==> config.mk <==
export PLATFORM = sky130hd
export DESIGN_NAME = tinker_branch_unit
export DESIGN_NICKNAME = d
export VERILOG_FILES = /design/src/common/tinker_core_pkg.sv /design/src/common/tinker_isa_pkg.sv /design/src/execute/tinker_branch_unit.sv
export SDC_FILE = /design/constraint.sdc
export NUM_CORES = 1
export LEC_CHECK = 0
export BUFFER_PORTS_ARGS = -buffer_cell sky130_fd_sc_hd__buf_2
export CAP_MARGIN = 30
export CORE_MARGIN = 5
export CORE_UTILIZATION = 48
export DETAILED_ROUTE_END_ITERATION = 16
export PLACE_DENSITY_LB_ADDON = 0.08
export SYNTH_ARGS = -nofsm -noshare
export SYNTH_HDL_FRONTEND = slang
export SYNTH_SLANG_ARGS = --single-unit
export TNS_END_PERCENT = 100
==> constraint.sdc <==
create_clock -name vclk -period 5.7
set_input_delay 0.57 -clock vclk [all_inputs]
set_output_delay 0.57 -clock vclk [all_outputs]
set_load 0.05 [all_outputs]
==> src/common/tinker_core_pkg.sv <==
// Tinker microarchitecture definitions shared by the core, register file and memory
package tinker_core_pkg;

    localparam int XLEN       = 64;
    localparam int ADDR_WIDTH = 32;
    localparam int NUM_REGS   = 32;

    typedef logic [XLEN-1:0]       word_t;
    typedef logic [ADDR_WIDTH-1:0] addr_t;

    // One instruction in flight, walked through these states in order
    typedef enum logic [2:0] {
        FETCH     = 3'd0,
        DECODE    = 3'd1,
        EXECUTE   = 3'd2,
        MEMORY    = 3'd3,
        WRITEBACK = 3'd4,
        HALTED    = 3'd5
    } state_t;

endpackage

==> src/common/tinker_isa_pkg.sv <==
// Tinker instruction-set definitions (opcodes and instruction fields) used by decode and execute
package tinker_isa_pkg;

    localparam int OPCODE_WIDTH  = 5;
    localparam int REG_IDX_WIDTH = 5;
    localparam int LITERAL_WIDTH = 12;
    localparam int INSTR_WIDTH   = 32;
    localparam int INSTR_BYTES   = 4;   // PC step per instruction

    typedef logic [REG_IDX_WIDTH-1:0] reg_idx_t;
    typedef logic [LITERAL_WIDTH-1:0] literal_t;

    // Integer subset of the opcode map
    typedef enum logic [OPCODE_WIDTH-1:0] {
        OP_AND    = 5'h00,
        OP_OR     = 5'h01,
        OP_XOR    = 5'h02,
        OP_NOT    = 5'h03,
        OP_SHFTR  = 5'h04,
        OP_SHFTRI = 5'h05,
        OP_SHFTL  = 5'h06,
        OP_SHFTLI = 5'h07,
        OP_BR     = 5'h08,
        OP_BRR_RD = 5'h09,
        OP_BRR_L  = 5'h0a,
        OP_BRNZ   = 5'h0b,
        OP_HALT   = 5'h0f,
        OP_LOAD   = 5'h10,
        OP_MOV    = 5'h11,
        OP_MOV_L  = 5'h12,
        OP_STORE  = 5'h13,
        OP_ADD    = 5'h18,
        OP_ADDI   = 5'h19,
        OP_SUB    = 5'h1a,
        OP_SUBI   = 5'h1b,
        OP_MUL    = 5'h1c
    } opcode_t;

    // opcode [31:27], rd [26:22], rs [21:17], rt [16:12], L [11:0]
    typedef struct packed {
        opcode_t  opcode;
        reg_idx_t rd;
        reg_idx_t rs;
        reg_idx_t rt;
        literal_t l;
    } instr_t;

endpackage
==> src/execute/tinker_branch_unit.sv <==
// Tinker branch and address unit; combinational next PC and load/store address
`timescale 1ns/1ps

module tinker_branch_unit (
    input  tinker_isa_pkg::instr_t  instr,
    input  tinker_core_pkg::addr_t  pc,
    input  tinker_core_pkg::word_t  op_a,
    input  tinker_core_pkg::word_t  op_b,
    output tinker_core_pkg::addr_t  branch_pc,
    output tinker_core_pkg::addr_t  mem_addr
);

    localparam int PAD = tinker_core_pkg::ADDR_WIDTH - tinker_isa_pkg::LITERAL_WIDTH;

    tinker_core_pkg::addr_t pc_seq;
    tinker_core_pkg::addr_t lit_sext;
    tinker_core_pkg::addr_t lit_zext;

    assign pc_seq   = pc + tinker_core_pkg::addr_t'(tinker_isa_pkg::INSTR_BYTES);
    assign lit_sext = {{PAD{instr.l[tinker_isa_pkg::LITERAL_WIDTH-1]}}, instr.l};
    assign lit_zext = {{PAD{1'b0}}, instr.l};

    always_comb begin
        case (instr.opcode)
            tinker_isa_pkg::OP_BR:     branch_pc = op_a[31:0];
            tinker_isa_pkg::OP_BRR_RD: branch_pc = pc + op_a[31:0];
            tinker_isa_pkg::OP_BRR_L:  branch_pc = pc + lit_sext;
            tinker_isa_pkg::OP_BRNZ: begin
                if (op_a != '0)
                    branch_pc = op_b[31:0];     // rd holds the target
                else
                    branch_pc = pc_seq;
            end
            default:                   branch_pc = pc_seq;
        endcase
    end

    // Base is rs for load and rd for store, both arrive on port A
    assign mem_addr = op_a[31:0] + lit_zext;

endmodule

# == Word-level counts from Yosys, hierarchy flattened ==
# Cells that the tools add are included.
# W data, S select, Z words.
# totals
out_inout_bits,64
ff_bits,0
wordCells,11
# op_classes
n_mux,2
n_eq_ne,4
add_sub_neg,4
n_reduce_logical,1
# op_table
op,count
$pmux W32 S4,1
$add A32 B32 Y32,2
$reduce_bool A64 Y1,1
$add A32 B12 Y32,1
$add A32 B3 Y32 const B,1
$mux W32,1
$eq A5 B4 Y1 const B,4

# == Logic depth before layout (Yosys ltp) ==
# logic_depth
word_depth,3
mapped_depth,15
depth_no_buf,13

# == Worst setup path before layout ==
# OpenSTA, ideal clock, no wires.
# synth_path
kind,input to output
start,input port instr[27] (netlist name)
end,output port branch_pc[29]
t_arrival_ps,4766
n_path_buf,2
required_ps,5130
cell_stages,13
slack_ps,364
cell_sequence,clkbuf_1 -> nor2b_1 -> nand2_1 -> clkbuf_1 -> mux2_2 -> ha_1 -> nand2_1 -> nor4_2 -> o31ai_2 -> a2111oi_2 -> o311ai_1 -> and3_1 -> o31ai_1
# synth_via
elab_chain_cells,2
word_cells_on_any_way,5
cone_classes,eq/ne (4); mux (1)
# synth_rtl
element,line_no,rtl
start: declaration,tinker_branch_unit.sv:5,"input tinker_isa_pkg::instr_t instr,"
$eq A5 B4 Y1,tinker_branch_unit.sv:24,case (instr.opcode)
$pmux W32 S4 *,tinker_branch_unit.sv:24,
end: declaration,tinker_branch_unit.sv:9,"output tinker_core_pkg::addr_t branch_pc,"
# Every way passes the cells marked *; elsewhere a longest branch is shown, timed or not.

# == Worst setup path after layout ==
# layout_path
start,input port instr[28] (netlist name)
end,output port branch_pc[29]
# The elaborated chain is that of the path after synthesis.

==> run_results.csv <==
group,metric,value,unit
critical_path,cp-startpoint,"instr[28]",
synthesis,synth_cell_types,71,
placed_design,gp_congestion,0.9717,
pwr,p_leak,2.809,nW
final_layout,fillers,952,
final_layout,final_cell_area,5941,sq um
route,dr.pass1.iters,5,
critical_path,crit_arrival,4.51,ns
worst_hold_path,worstHoldPathType,"in -> out",
floorplanning,die_h,109.6,um
route,drc,0,
synthesis,syn_inst,703,
timing,relSlewSlack,42.10,%
route,viasPerCell,6.426,
worst_hold_path,hp-start,"op_a[31]",
synthesis,synth_area_per_cell,6.772,sq um
placed_design,placedCellCount,1026,
final_layout,final_layout_size_suffix_gt1_share,27.88,%
synthesis,synth_fp_nets,947,
final_layout,clkbuf_count,0,
floorplanning,dieArea,12010,sq um
clock_tree,hold_buffers,0,
timing,setup_slack,0.6206,ns
route,num_vias,6599,
global_route,grt_pass1_wl,32.26,mm
placed_design,dpl.hpwl,17.67,mm
timing,slew_viol_final,0,
timing,layout_min_cycle_time,5.079,ns
final_layout,final-seq-area,0,sq um
final_layout,seq_cell_count,0,
final_layout,mostFrequentLayoutCell,"buf_2",
timing,hold_viol,0,
critical_path,critical_path.max_fanout,13,
critical_path,critPathRequiredTime,5.13,ns
route,wl_per_cell,21.36,um
floorplanning,io_pins,256,
timing,fin_crit_sh,89.11,%
synthesis,ys_warn_count,0,
timing,rsz0062_at_grt,"false",
global_route,track_usage,34.15,%
synthesis,synth_area,4761,sq um
global_route,grt-ovfl-total,0,
timing,max_freq,196.9,MHz
floorplanning,coreArea,9729,sq um
pwr,p_per_area,123.8,nW/um^2
flow_run,maxCapViolations,0,
critical_path,crit_type,"in -> out",
floorplanning,initial_utilization,48.93,%
placed_design,portBuffers,209,
outcome,status,"finished clean",
critical_path,crit_path_end_kind,"output port",
floorplanning,rows,36,
final_layout,multi_input_area,4561,sq um
timing,tightest_slew,0.8623,ns
pwr,vdd_ir_drop_max,0.00008531,V
route,routed_wl,21.94,mm
final_layout,final_cell_mix,"buf_2 (209), nand2_1 (61), nor2_1 (59)",
final_layout,area_delta_synth_final,24.78,%
timing,setup_viol,0,
placed_design,place_area,5938,sq um
global_route,grt_pass1_vias,6074,
synthesis,synth_seq_area_share,0,%
global_route,grt_max_degree,37,
placed_design,dp_slack,0.7463,ns
floorplanning,die_w,109.6,um
route,dr.first_iter.drc_count,583,
route,ant_nets,0,
critical_path,cp-start-kind,"primary input",
final_layout,fin_cells,1027,
timing,timing.setup.tns,0,ns
final_layout,nNetsFinal,1139,
clock_tree,cts_resized,0,
global_route,antenna_found_initial,2,
clock_tree,cts_setup_buffers,0,
-- worst paths after layout --
check / slack, ns / cells past startpoint / end
hold / removal: 1.57 / 3 / mem_addr[31]
setup / recovery: 0.62 / 15 / branch_pc[29]
-- synth_stat cells, types with 8 or more instances --
cell / number / area, sq um
nand2_1: 61 / 229.0
nor2_1: 59 / 221.5
a21oi_1: 52 / 260.3
ha_1: 50 / 625.6
xnor2_1: 40 / 350.3
o21ai_0: 39 / 195.2
nand3_1: 35 / 175.2
xor2_1: 34 / 297.8
a21o_1: 32 / 240.2
clkbuf_1: 26 / 97.59
nand4_1: 21 / 131.4
a22oi_1: 19 / 142.6
inv_1: 18 / 67.56
nor4_1: 17 / 106.4
and3_1: 14 / 87.58
nor3_1: 13 / 65.06
mux2_2: 12 / 135.1
and4_1: 10 / 87.58
o22ai_1: 9 / 56.30
or3_1: 8 / 50.05
-- through the flow --
step                util [%]  hold WS, ns  total power [mW]
finish                 61.06        1.565            0.7353
global route           61.06        1.569            0.7816
CTS                    61.03        1.558            0.7229
detailed placement     61.03        1.556            0.7199
global placement       61.03        1.557            0.7118
floorplan                  -        1.412            0.5052
-- cell type report --
| class | instances | area share, % |
|---|---|---|
| multi-input combinational | 653 | 76.77 |
| inverter | 18 | 1.137 |
| timing repair buffer | 222 | 19.25 |
| tap | 133 | 2.801 |
| antenna | 1 | 0.04212 |
-- cells by family (layout without fill, tap and decap cells) --
kind of cell,after synthesis,after routing,synth area share [%]
xor gates and xnor gates,74,74,13.61
muxes,18,18,4.100
other,0,1,0
adders and majority gates,52,52,13.98
AOI/OAI and AO/OA,239,239,34.74
buffers and inverters,50,240,4.310
and+or+nand+nor,270,270,29.25
-- worst max-delay path: stages --
cell       delay, ns
buf_2           0.20
nor2b_1         0.20
nand2_1         0.35
buf_4           0.32
a21o_1          0.21
ha_1            0.29
a211oi_1        0.32
nor2_1          0.14
o31ai_2         0.20
buf_4           0.18
a2111oi_2       0.08
o311ai_1        0.56
a21oi_1         0.14
o31ai_1         0.40
buf_2           0.35
-- power breakdown --
group / leakage (nW) / internal [mW] / total [mW] / switching (mW)
sequential: 0 / 0 / 0 / 0
combinational: 2.81 / 0.240 / 0.735 / 0.495
clock: 0.00000634 / 0.0000000236 / 0.0000000236 / 0
total: 2.81 / 0.240 / 0.735 / 0.495
-- metal layers --
metal / wire length [um] / GRT usage [%] / up-vias
li1: - / - / 3090
met1: 8966 / 44.26 / 3065
met2: 10080 / 58.28 / 377
met3: 2138 / 3.876 / 65
met4: 742 / 12.02 / 2
met5: 7 / 0 / -
No activity file was read; power rests on OpenSTA's default activity.
