`src/common/tinker_core_pkg.sv`:
```
// Tinker microarchitecture definitions shared by the core, register file and memory
package tinker_core_pkg;

    localparam int XLEN       = 64;
    localparam int ADDR_WIDTH = 32;
    localparam int NUM_REGS   = 32;

    typedef logic [XLEN-1:0]       word_t;
    typedef logic [ADDR_WIDTH-1:0] addr_t;

    // One instruction in flight, walked through these states in order
    typedef enum logic [2:0] {
        FETCH     = 3'd0,
        DECODE    = 3'd1,
        EXECUTE   = 3'd2,
        MEMORY    = 3'd3,
        WRITEBACK = 3'd4,
        HALTED    = 3'd5
    } state_t;

endpackage

```
`src/common/tinker_isa_pkg.sv`:
```
// Tinker instruction-set definitions (opcodes and instruction fields) used by decode and execute
package tinker_isa_pkg;

    localparam int OPCODE_WIDTH  = 5;
    localparam int REG_IDX_WIDTH = 5;
    localparam int LITERAL_WIDTH = 12;
    localparam int INSTR_WIDTH   = 32;
    localparam int INSTR_BYTES   = 4;   // PC step per instruction

    typedef logic [REG_IDX_WIDTH-1:0] reg_idx_t;
    typedef logic [LITERAL_WIDTH-1:0] literal_t;

    // Integer subset of the opcode map
    typedef enum logic [OPCODE_WIDTH-1:0] {
        OP_AND    = 5'h00,
        OP_OR     = 5'h01,
        OP_XOR    = 5'h02,
        OP_NOT    = 5'h03,
        OP_SHFTR  = 5'h04,
        OP_SHFTRI = 5'h05,
        OP_SHFTL  = 5'h06,
        OP_SHFTLI = 5'h07,
        OP_BR     = 5'h08,
        OP_BRR_RD = 5'h09,
        OP_BRR_L  = 5'h0a,
        OP_BRNZ   = 5'h0b,
        OP_HALT   = 5'h0f,
        OP_LOAD   = 5'h10,
        OP_MOV    = 5'h11,
        OP_MOV_L  = 5'h12,
        OP_STORE  = 5'h13,
        OP_ADD    = 5'h18,
        OP_ADDI   = 5'h19,
        OP_SUB    = 5'h1a,
        OP_SUBI   = 5'h1b,
        OP_MUL    = 5'h1c
    } opcode_t;

    // opcode [31:27], rd [26:22], rs [21:17], rt [16:12], L [11:0]
    typedef struct packed {
        opcode_t  opcode;
        reg_idx_t rd;
        reg_idx_t rs;
        reg_idx_t rt;
        literal_t l;
    } instr_t;

endpackage
```
`src/control/tinker_sequencer.sv`:
```
// Tinker control FSM; holds PC and instruction, picks register ports and commits write-back
`timescale 1ns/1ps

module tinker_sequencer #(
    parameter tinker_core_pkg::addr_t RESET_PC = 32'h0000_2000
) (
    input  logic                      clk,
    input  logic                      reset,
    input  tinker_isa_pkg::instr_t    fetch_word,
    input  tinker_core_pkg::word_t    op_a,
    input  tinker_core_pkg::word_t    alu_result,
    input  logic                      alu_writes,
    input  tinker_core_pkg::addr_t    branch_pc,
    input  tinker_core_pkg::word_t    load_data,
    output tinker_isa_pkg::instr_t    instr,
    output tinker_core_pkg::addr_t    pc,
    output tinker_isa_pkg::reg_idx_t  rf_addr_a,
    output tinker_isa_pkg::reg_idx_t  rf_addr_b,
    output tinker_isa_pkg::reg_idx_t  rf_waddr,
    output logic                      rf_we,
    output tinker_core_pkg::word_t    rf_wdata,
    output logic                      store_en,
    output logic                      hlt
);

    tinker_core_pkg::state_t state;
    tinker_core_pkg::state_t state_next;
    logic                    is_load;
    logic                    is_store;
    logic                    in_writeback;

    always_comb begin
        case (state)
            tinker_core_pkg::FETCH:     state_next = tinker_core_pkg::DECODE;
            tinker_core_pkg::DECODE: begin
                if (instr.opcode == tinker_isa_pkg::OP_HALT)
                    state_next = tinker_core_pkg::HALTED;   // Park until reset
                else
                    state_next = tinker_core_pkg::EXECUTE;
            end
            tinker_core_pkg::EXECUTE:   state_next = tinker_core_pkg::MEMORY;
            tinker_core_pkg::MEMORY:    state_next = tinker_core_pkg::WRITEBACK;
            tinker_core_pkg::WRITEBACK: state_next = tinker_core_pkg::FETCH;
            tinker_core_pkg::HALTED:    state_next = tinker_core_pkg::HALTED;
            default:                    state_next = tinker_core_pkg::FETCH;
        endcase
    end

    always_ff @(posedge clk or posedge reset) begin
        if (reset) begin
            state <= tinker_core_pkg::FETCH;
            pc    <= RESET_PC;
        end else begin
            state <= state_next;
            if (in_writeback)
                pc <= branch_pc;    // Every instruction commits its next PC here
        end
    end

    // Instruction register, captured at the end of FETCH
    always_ff @(posedge clk) begin
        if (state == tinker_core_pkg::FETCH)
            instr <= fetch_word;
    end

    // Read port selection; immediates, branches and store read rd
    always_comb begin
        rf_addr_a = instr.rs;
        rf_addr_b = instr.rt;
        case (instr.opcode)
            tinker_isa_pkg::OP_ADDI,
            tinker_isa_pkg::OP_SUBI,
            tinker_isa_pkg::OP_SHFTRI,
            tinker_isa_pkg::OP_SHFTLI,
            tinker_isa_pkg::OP_MOV_L,
            tinker_isa_pkg::OP_BR,
            tinker_isa_pkg::OP_BRR_RD: begin
                rf_addr_a = instr.rd;
            end
            tinker_isa_pkg::OP_BRNZ: begin
                rf_addr_b = instr.rd;           // Target on B, condition rs on A
            end
            tinker_isa_pkg::OP_STORE: begin
                rf_addr_a = instr.rd;           // Base address
                rf_addr_b = instr.rs;           // Value to store
            end
            default: begin
                rf_addr_a = instr.rs;
            end
        endcase
    end

    assign is_load      = (instr.opcode == tinker_isa_pkg::OP_LOAD);
    assign is_store     = (instr.opcode == tinker_isa_pkg::OP_STORE);
    assign in_writeback = (state == tinker_core_pkg::WRITEBACK);

    assign rf_waddr = instr.rd;
    assign rf_wdata = is_load ? load_data : alu_result;
    assign rf_we    = in_writeback && (alu_writes || is_load);
    assign store_en = in_writeback && is_store;
    assign hlt      = (state == tinker_core_pkg::HALTED);

    a_state_legal: assert property (@(posedge clk) disable iff (reset)
        state inside {tinker_core_pkg::FETCH, tinker_core_pkg::DECODE,
                      tinker_core_pkg::EXECUTE, tinker_core_pkg::MEMORY,
                      tinker_core_pkg::WRITEBACK, tinker_core_pkg::HALTED});

    a_write_xor_store: assert property (@(posedge clk) disable iff (reset)
        !(rf_we && store_en));

    // Register jump lands on the address read from rd
    a_br_target: assert property (@(posedge clk) disable iff (reset)
        (in_writeback && instr.opcode == tinker_isa_pkg::OP_BR) |=> (pc == $past(op_a[31:0])));

endmodule

```
`config.mk`:
```
export PLATFORM = sky130hd
export DESIGN_NAME = tinker_sequencer
export DESIGN_NICKNAME = d
export VERILOG_FILES = /design/src/common/tinker_core_pkg.sv /design/src/common/tinker_isa_pkg.sv /design/src/control/tinker_sequencer.sv
export SDC_FILE = /design/constraint.sdc
export NUM_CORES = 1
export LEC_CHECK = 0
export BUFFER_PORTS_ARGS = -buffer_cell sky130_fd_sc_hd__buf_2
export CAP_MARGIN = 20
export CORE_AREA = 2 2 158 160
export DETAILED_ROUTE_END_ITERATION = 8
export DIE_AREA = 0 0 160 162
export GPL_TIMING_DRIVEN = 0
export REMOVE_ABC_BUFFERS = 1
export SLEW_MARGIN = 20
export SYNTH_ARGS = -nofsm -noshare
export SYNTH_HDL_FRONTEND = slang
export SYNTH_SLANG_ARGS = --single-unit
```
`constraint.sdc`:
```
create_clock -name clk -period 10.45 [get_ports clk]
set_clock_uncertainty 0.2 [all_clocks]
set_input_delay 0 -clock clk [delete_from_list [all_inputs] [get_ports clk]]
set_output_delay 0 -clock clk [all_outputs]
set_load 0.05 [all_outputs]
```
* Yosys cells after proc, flatten, opt, wreduce, memory -nomap -nowiden *
Index checks and enable logic that the tools add are counted.

cells by class
  eq/ne operators = 16
  muxes and demuxes = 5
  reductions and logical operators = 5

operator list
  kind                  count
  $mux W64              1
  $eq A5 B5 Y1 const B  5
  $eq A5 B4 Y1 const B  4
  $pmux W3 S5           1
  $eq A5 B3 Y1 const B  2
  $pmux W5 S2           1
  $reduce_or A8 Y1      1
  $eq A3 B2 Y1 const B  2
  $eq A3 B3 Y1 const B  2
  $mux W5               1
  $eq A3 B1 Y1 const B  1
  $logic_not A3 Y1      1
  $mux W3               1
  $logic_and A1 B1 Y1   2
  $logic_or A1 B1 Y1    1

storage, ports and cells
  register bits after elaboration = 67
  input bits = 259
  output and inout bits = 146
  logic and storage cells = 33

* Depth between registers and ports, before layout *
  word-level depth = 3
  gate-level depth with buffers = 4
  depth with buffers taken out = 3

* Least setup slack after synthesis *
No wires, ideal clock.

  path type = flip-flop to flip-flop
  start point = register state[0]
  end point = register instr[0] (netlist bit) (enable)
  library setup time = 0.461 ns
  data arrival time = 2.677 ns
  path slack = 7.112 ns
  cell stages (with the launch flop) = 2
  clock period less this slack = 3.338 ns
  path through = dfrtp_1 nor3_1

on the way
  longest elaborated chain between the ends = 1

ends and longest elaborated chain
  element                   line                    text
  start: declaration        tinker_sequencer.sv:26  tinker_core_pkg::state_t state;
  start signal: assignment  tinker_sequencer.sv:51  state <= tinker_core_pkg::FETCH;
  start signal: assignment  tinker_sequencer.sv:54  state <= state_next;
  $logic_not A3 Y1          tinker_sequencer.sv:62  if (state == tinker_core_pkg::FETCH)
  end signal: assignment    tinker_sequencer.sv:63  instr <= fetch_word;
  end: declaration          tinker_sequencer.sv:15  output tinker_isa_pkg::instr_t instr,

No other way between the ends.
A chain may end at the register's enable or synchronous reset.

* Worst setup path after layout *
  start point = register instr[29] (netlist bit)
  end point = output rf_wdata[53]

on the way
  longest elaborated chain between the ends = 2

ends and longest elaborated chain
  element           line                    text
  $eq A5 B5 Y1      tinker_sequencer.sv:93  assign is_load = (instr.opcode == tinker_isa_pkg::OP_LOAD);
  $mux W64          tinker_sequencer.sv:98  assign rf_wdata = is_load ? load_data : alu_result;
  end: declaration  tinker_sequencer.sv:21  output tinker_core_pkg::word_t rf_wdata,

No other way between the ends.

==> out/qor.txt <==
Total count of max-transition violations in the final report: 0
Synth warnings: 0
Number of inserted diodes: 0
Clock edge transition at the registers on the reported setup and hold paths: 60 ps
Skew-Pair Late Insertion Delay: 330 ps
Run status: complete, no violations
Number of cells after detailed placement: 878
Detailed Route WL: 15000 um
Worst-Margin Slew: 811 ps
Class of the most critical setup path: flip-flop to output pin
Terminus of the critical flop-to-flop path: instr[14]$_DFFE_PN_
Clock sinks: 67
DRC marker count from the first detailed-route iteration: 130
Worst reg2reg path startpoint: state[0]$_DFF_PP0_
Prevailing post-synth register cell: dfrtp_1
Unrepaired setup endpoints after global routing: no
Final estimated routing congestion in global placement: 0.769
Worst slew slack as a fraction of its limit: 45.9%
DRC errors left: 0
Number of maximum-capacitance violations: 0
Number of CTS-inserted buffers: 9
Hold_buf cts: 66
Overall via count from detail_route: 3539
Sequential area share after synthesis: 55.0%
Mean instance size in the synthesized netlist: 15.0 um2
Maximum operating frequency: 368 MHz
Number of antenna violations at the first check in global routing: 0
Number of global-route vias before repair: 3768
Resized Gates After CTS: 0
Post-layout instance count excluding filler cells: 960
Number of storage elements in the synthesis netlist: 67
Count of mapped cells out of synthesis: 223
Critical Path Fanout Max: 64
Seq. cell area: 0.00184 mm2
Site Rows: 57
Count of endpoints failing hold in the final timing report: 0
Type of the worst min-delay path: primary input to flip-flop
Cell area power density: 288 mW/mm2
Hold Startpoint: fetch_word[9]
Hold endpoint: instr[9]$_DFFE_PN_
Final net count: 890
Area occupied by multi-input gates: 0.00142 mm2
Synth async-reset ratio: 52.2%
Maximum number of pins on one net before global-route repair: 65
Total half-perimeter wirelength after legalization and detailed placement: 12200 um
Ratio of cells with drive above 1 in the final layout: 74.1%
Clock root cell: clkbuf_16
Post-Layout Inst Area: 0.00646 mm2
Maximum vdd ir drop: 0.184 mV
Bufs on Longest Clock Path: 2
Ratio of final minimum period to clock period: 26.0%
Placeable core region: 0.0241 mm2
Chip Height: 162 um
Area enclosed by the die boundary: 0.0259 mm2
Post-synthesis cell area: 0.00334 mm2
Overflow left after global routing: 0
Number of setup buffers added after CTS: 0
Category of the worst setup path launch point: flip-flop
CTS tree: built
Crit. End Element: output pin
Global Route Usage Sum: 11.1%
Post-synth EDFFs: 32
Worst reg2reg path depth: 3
Iteration count of the initial detailed-routing pass: 4
Avg Vias per Cell: 3.69
Required time worst endpoint: 10250 ps
Total negative setup slack: 0 ps
Final setup violation count: 0
Initial core utilization: 13.9%
Post-Route Hold Slack: 171 ps
FILL cells: 2555
Die span in x: 160 um
Count of cell types in the netlist: 27
Mean routed wirelength per cell: 15.6 um
Placement-stage cell area: 0.00545 mm2
Maximum level of the CTS H-tree: 3
Leakage power of the design: 3.10 nW
Area growth from synthesis to layout: 93.5%
Number of top-level pins: 405
Port Buffer Count: 340
Worst setup slack for register-to-register paths: 8360 ps
Worst hold path depth: 2
Wire length of the first global-routing pass: 21900 um
Antenna-violating nets left: 0
Post-layout minimum cycle time: 2720 ps
Crit path DAT: 2520 ps
[where the power goes]
part / internal (W) / switching (W) / total (W) / leakage (nW)
Clock: 0.000235 / 0.000120 / 0.000355 / 0.170
Sequential: 0.000406 / 0.0000719 / 0.000478 / 0.720
Combinational: 0.000280 / 0.000746 / 0.00103 / 2.21
Total: 0.000921 / 0.000938 / 0.00186 / 3.10
[registers in the layout (all words and copies together), names as in the netlist]
signal and cells:
pc 32, instr 27, rf_waddr 5, state 3
[cell usage after synthesis, types with 2 or more instances]
library cell  count  share of area (%)
and2_1            2               0.37
buf_4             5                1.1
inv_1             4               0.45
a21oi_1           4               0.60
nor2_1            3               0.34
nor2b_1           2               0.37
dfrtp_1          34                 25
buf_2            10                1.5
a221o_1           5                1.5
mux2_2          102                 34
edfxtp_1         32                 29
and3_1            5               0.94
[worst max-delay path by stage]
stage / slack, ps / end / cells past startpoint / startpoint
global placement: 6120 / instr[17]$_DFFE_PN_ / 1 / state[0]$_DFF_PP0_
detailed placement: 8080 / rf_wdata[24] / 4 / instr[29]$_DFFE_PN_
finish: 7730 / rf_wdata[53] / 4 / instr[29]$_DFFE_PN_
floorplan: 7110 / instr[0]$_DFFE_PN_ / 1 / state[0]$_DFF_PP0_
global route: 7520 / rf_wdata[42] / 4 / instr[29]$_DFFE_PN_
CTS: 7700 / rf_wdata[24] / 4 / instr[29]$_DFFE_PN_
[metal layers]
| metal | GRT usage (%) | part of all wire (%) |
|---|---|---|
| met5 | 0 | 0 |
| met4 | 3.52 | 1.5 |
| met3 | 3.32 | 8.8 |
| met2 | 19.7 | 50 |
| met1 | 12.9 | 40 |
[worst max-delay path, cell delays in order (launching register included)]
cell      delay, ps
edfxtp_1        540
nor3b_2         380
nand2_4         490
mux2_2          390
buf_2           340
[kinds of logic after synthesis]
kind of cell,share of synthesized area (%)
simple gates,4.27
buf+inv,3.07
flops,55.0
compound gates,3.26
mux,34.4
[cells in the final DEF (no fill, tap or decap), types with 2 or more instances in the layout]
cell           Yosys  final
a21oi_1            4      4
dfrtp_1           34     34
buf_2             10    340
nor2_1             3      3
dlygate4sd3_1      0     66
nor2b_1            2      2
and2_1             2      2
mux2_2           102    102
buf_4              5      2
bufinv_16          0      3
edfxtp_1          32     32
clkbuf_16          0      9
and3_1             5      5
a221o_1            5      5
buf_8              0      2
clkinv_4           0      3
inv_1              4      3
[through the flow]
stage               worst slack [ps]  power, W  util (%)
detailed placement              8080   0.00149      22.6
floorplan                       7110   0.00122         -
global route                    7520   0.00194      26.8
CTS                             7700   0.00187      26.8
finish                          7730   0.00186      26.8
global placement                6120   0.00147      22.2
[layout make-up]
type / instances / share of cell area (%)
Timing Repair Buffer: 412 / 37.7
Sequential cell: 67 / 28.4
Multi-Input combinational cell: 137 / 21.9
Tap cell: 324 / 6.27
Clock buffer: 9 / 3.48
Clock inverter: 7 / 1.94
Inverter: 4 / 0.232
Power figures use the tool's default switching activity.
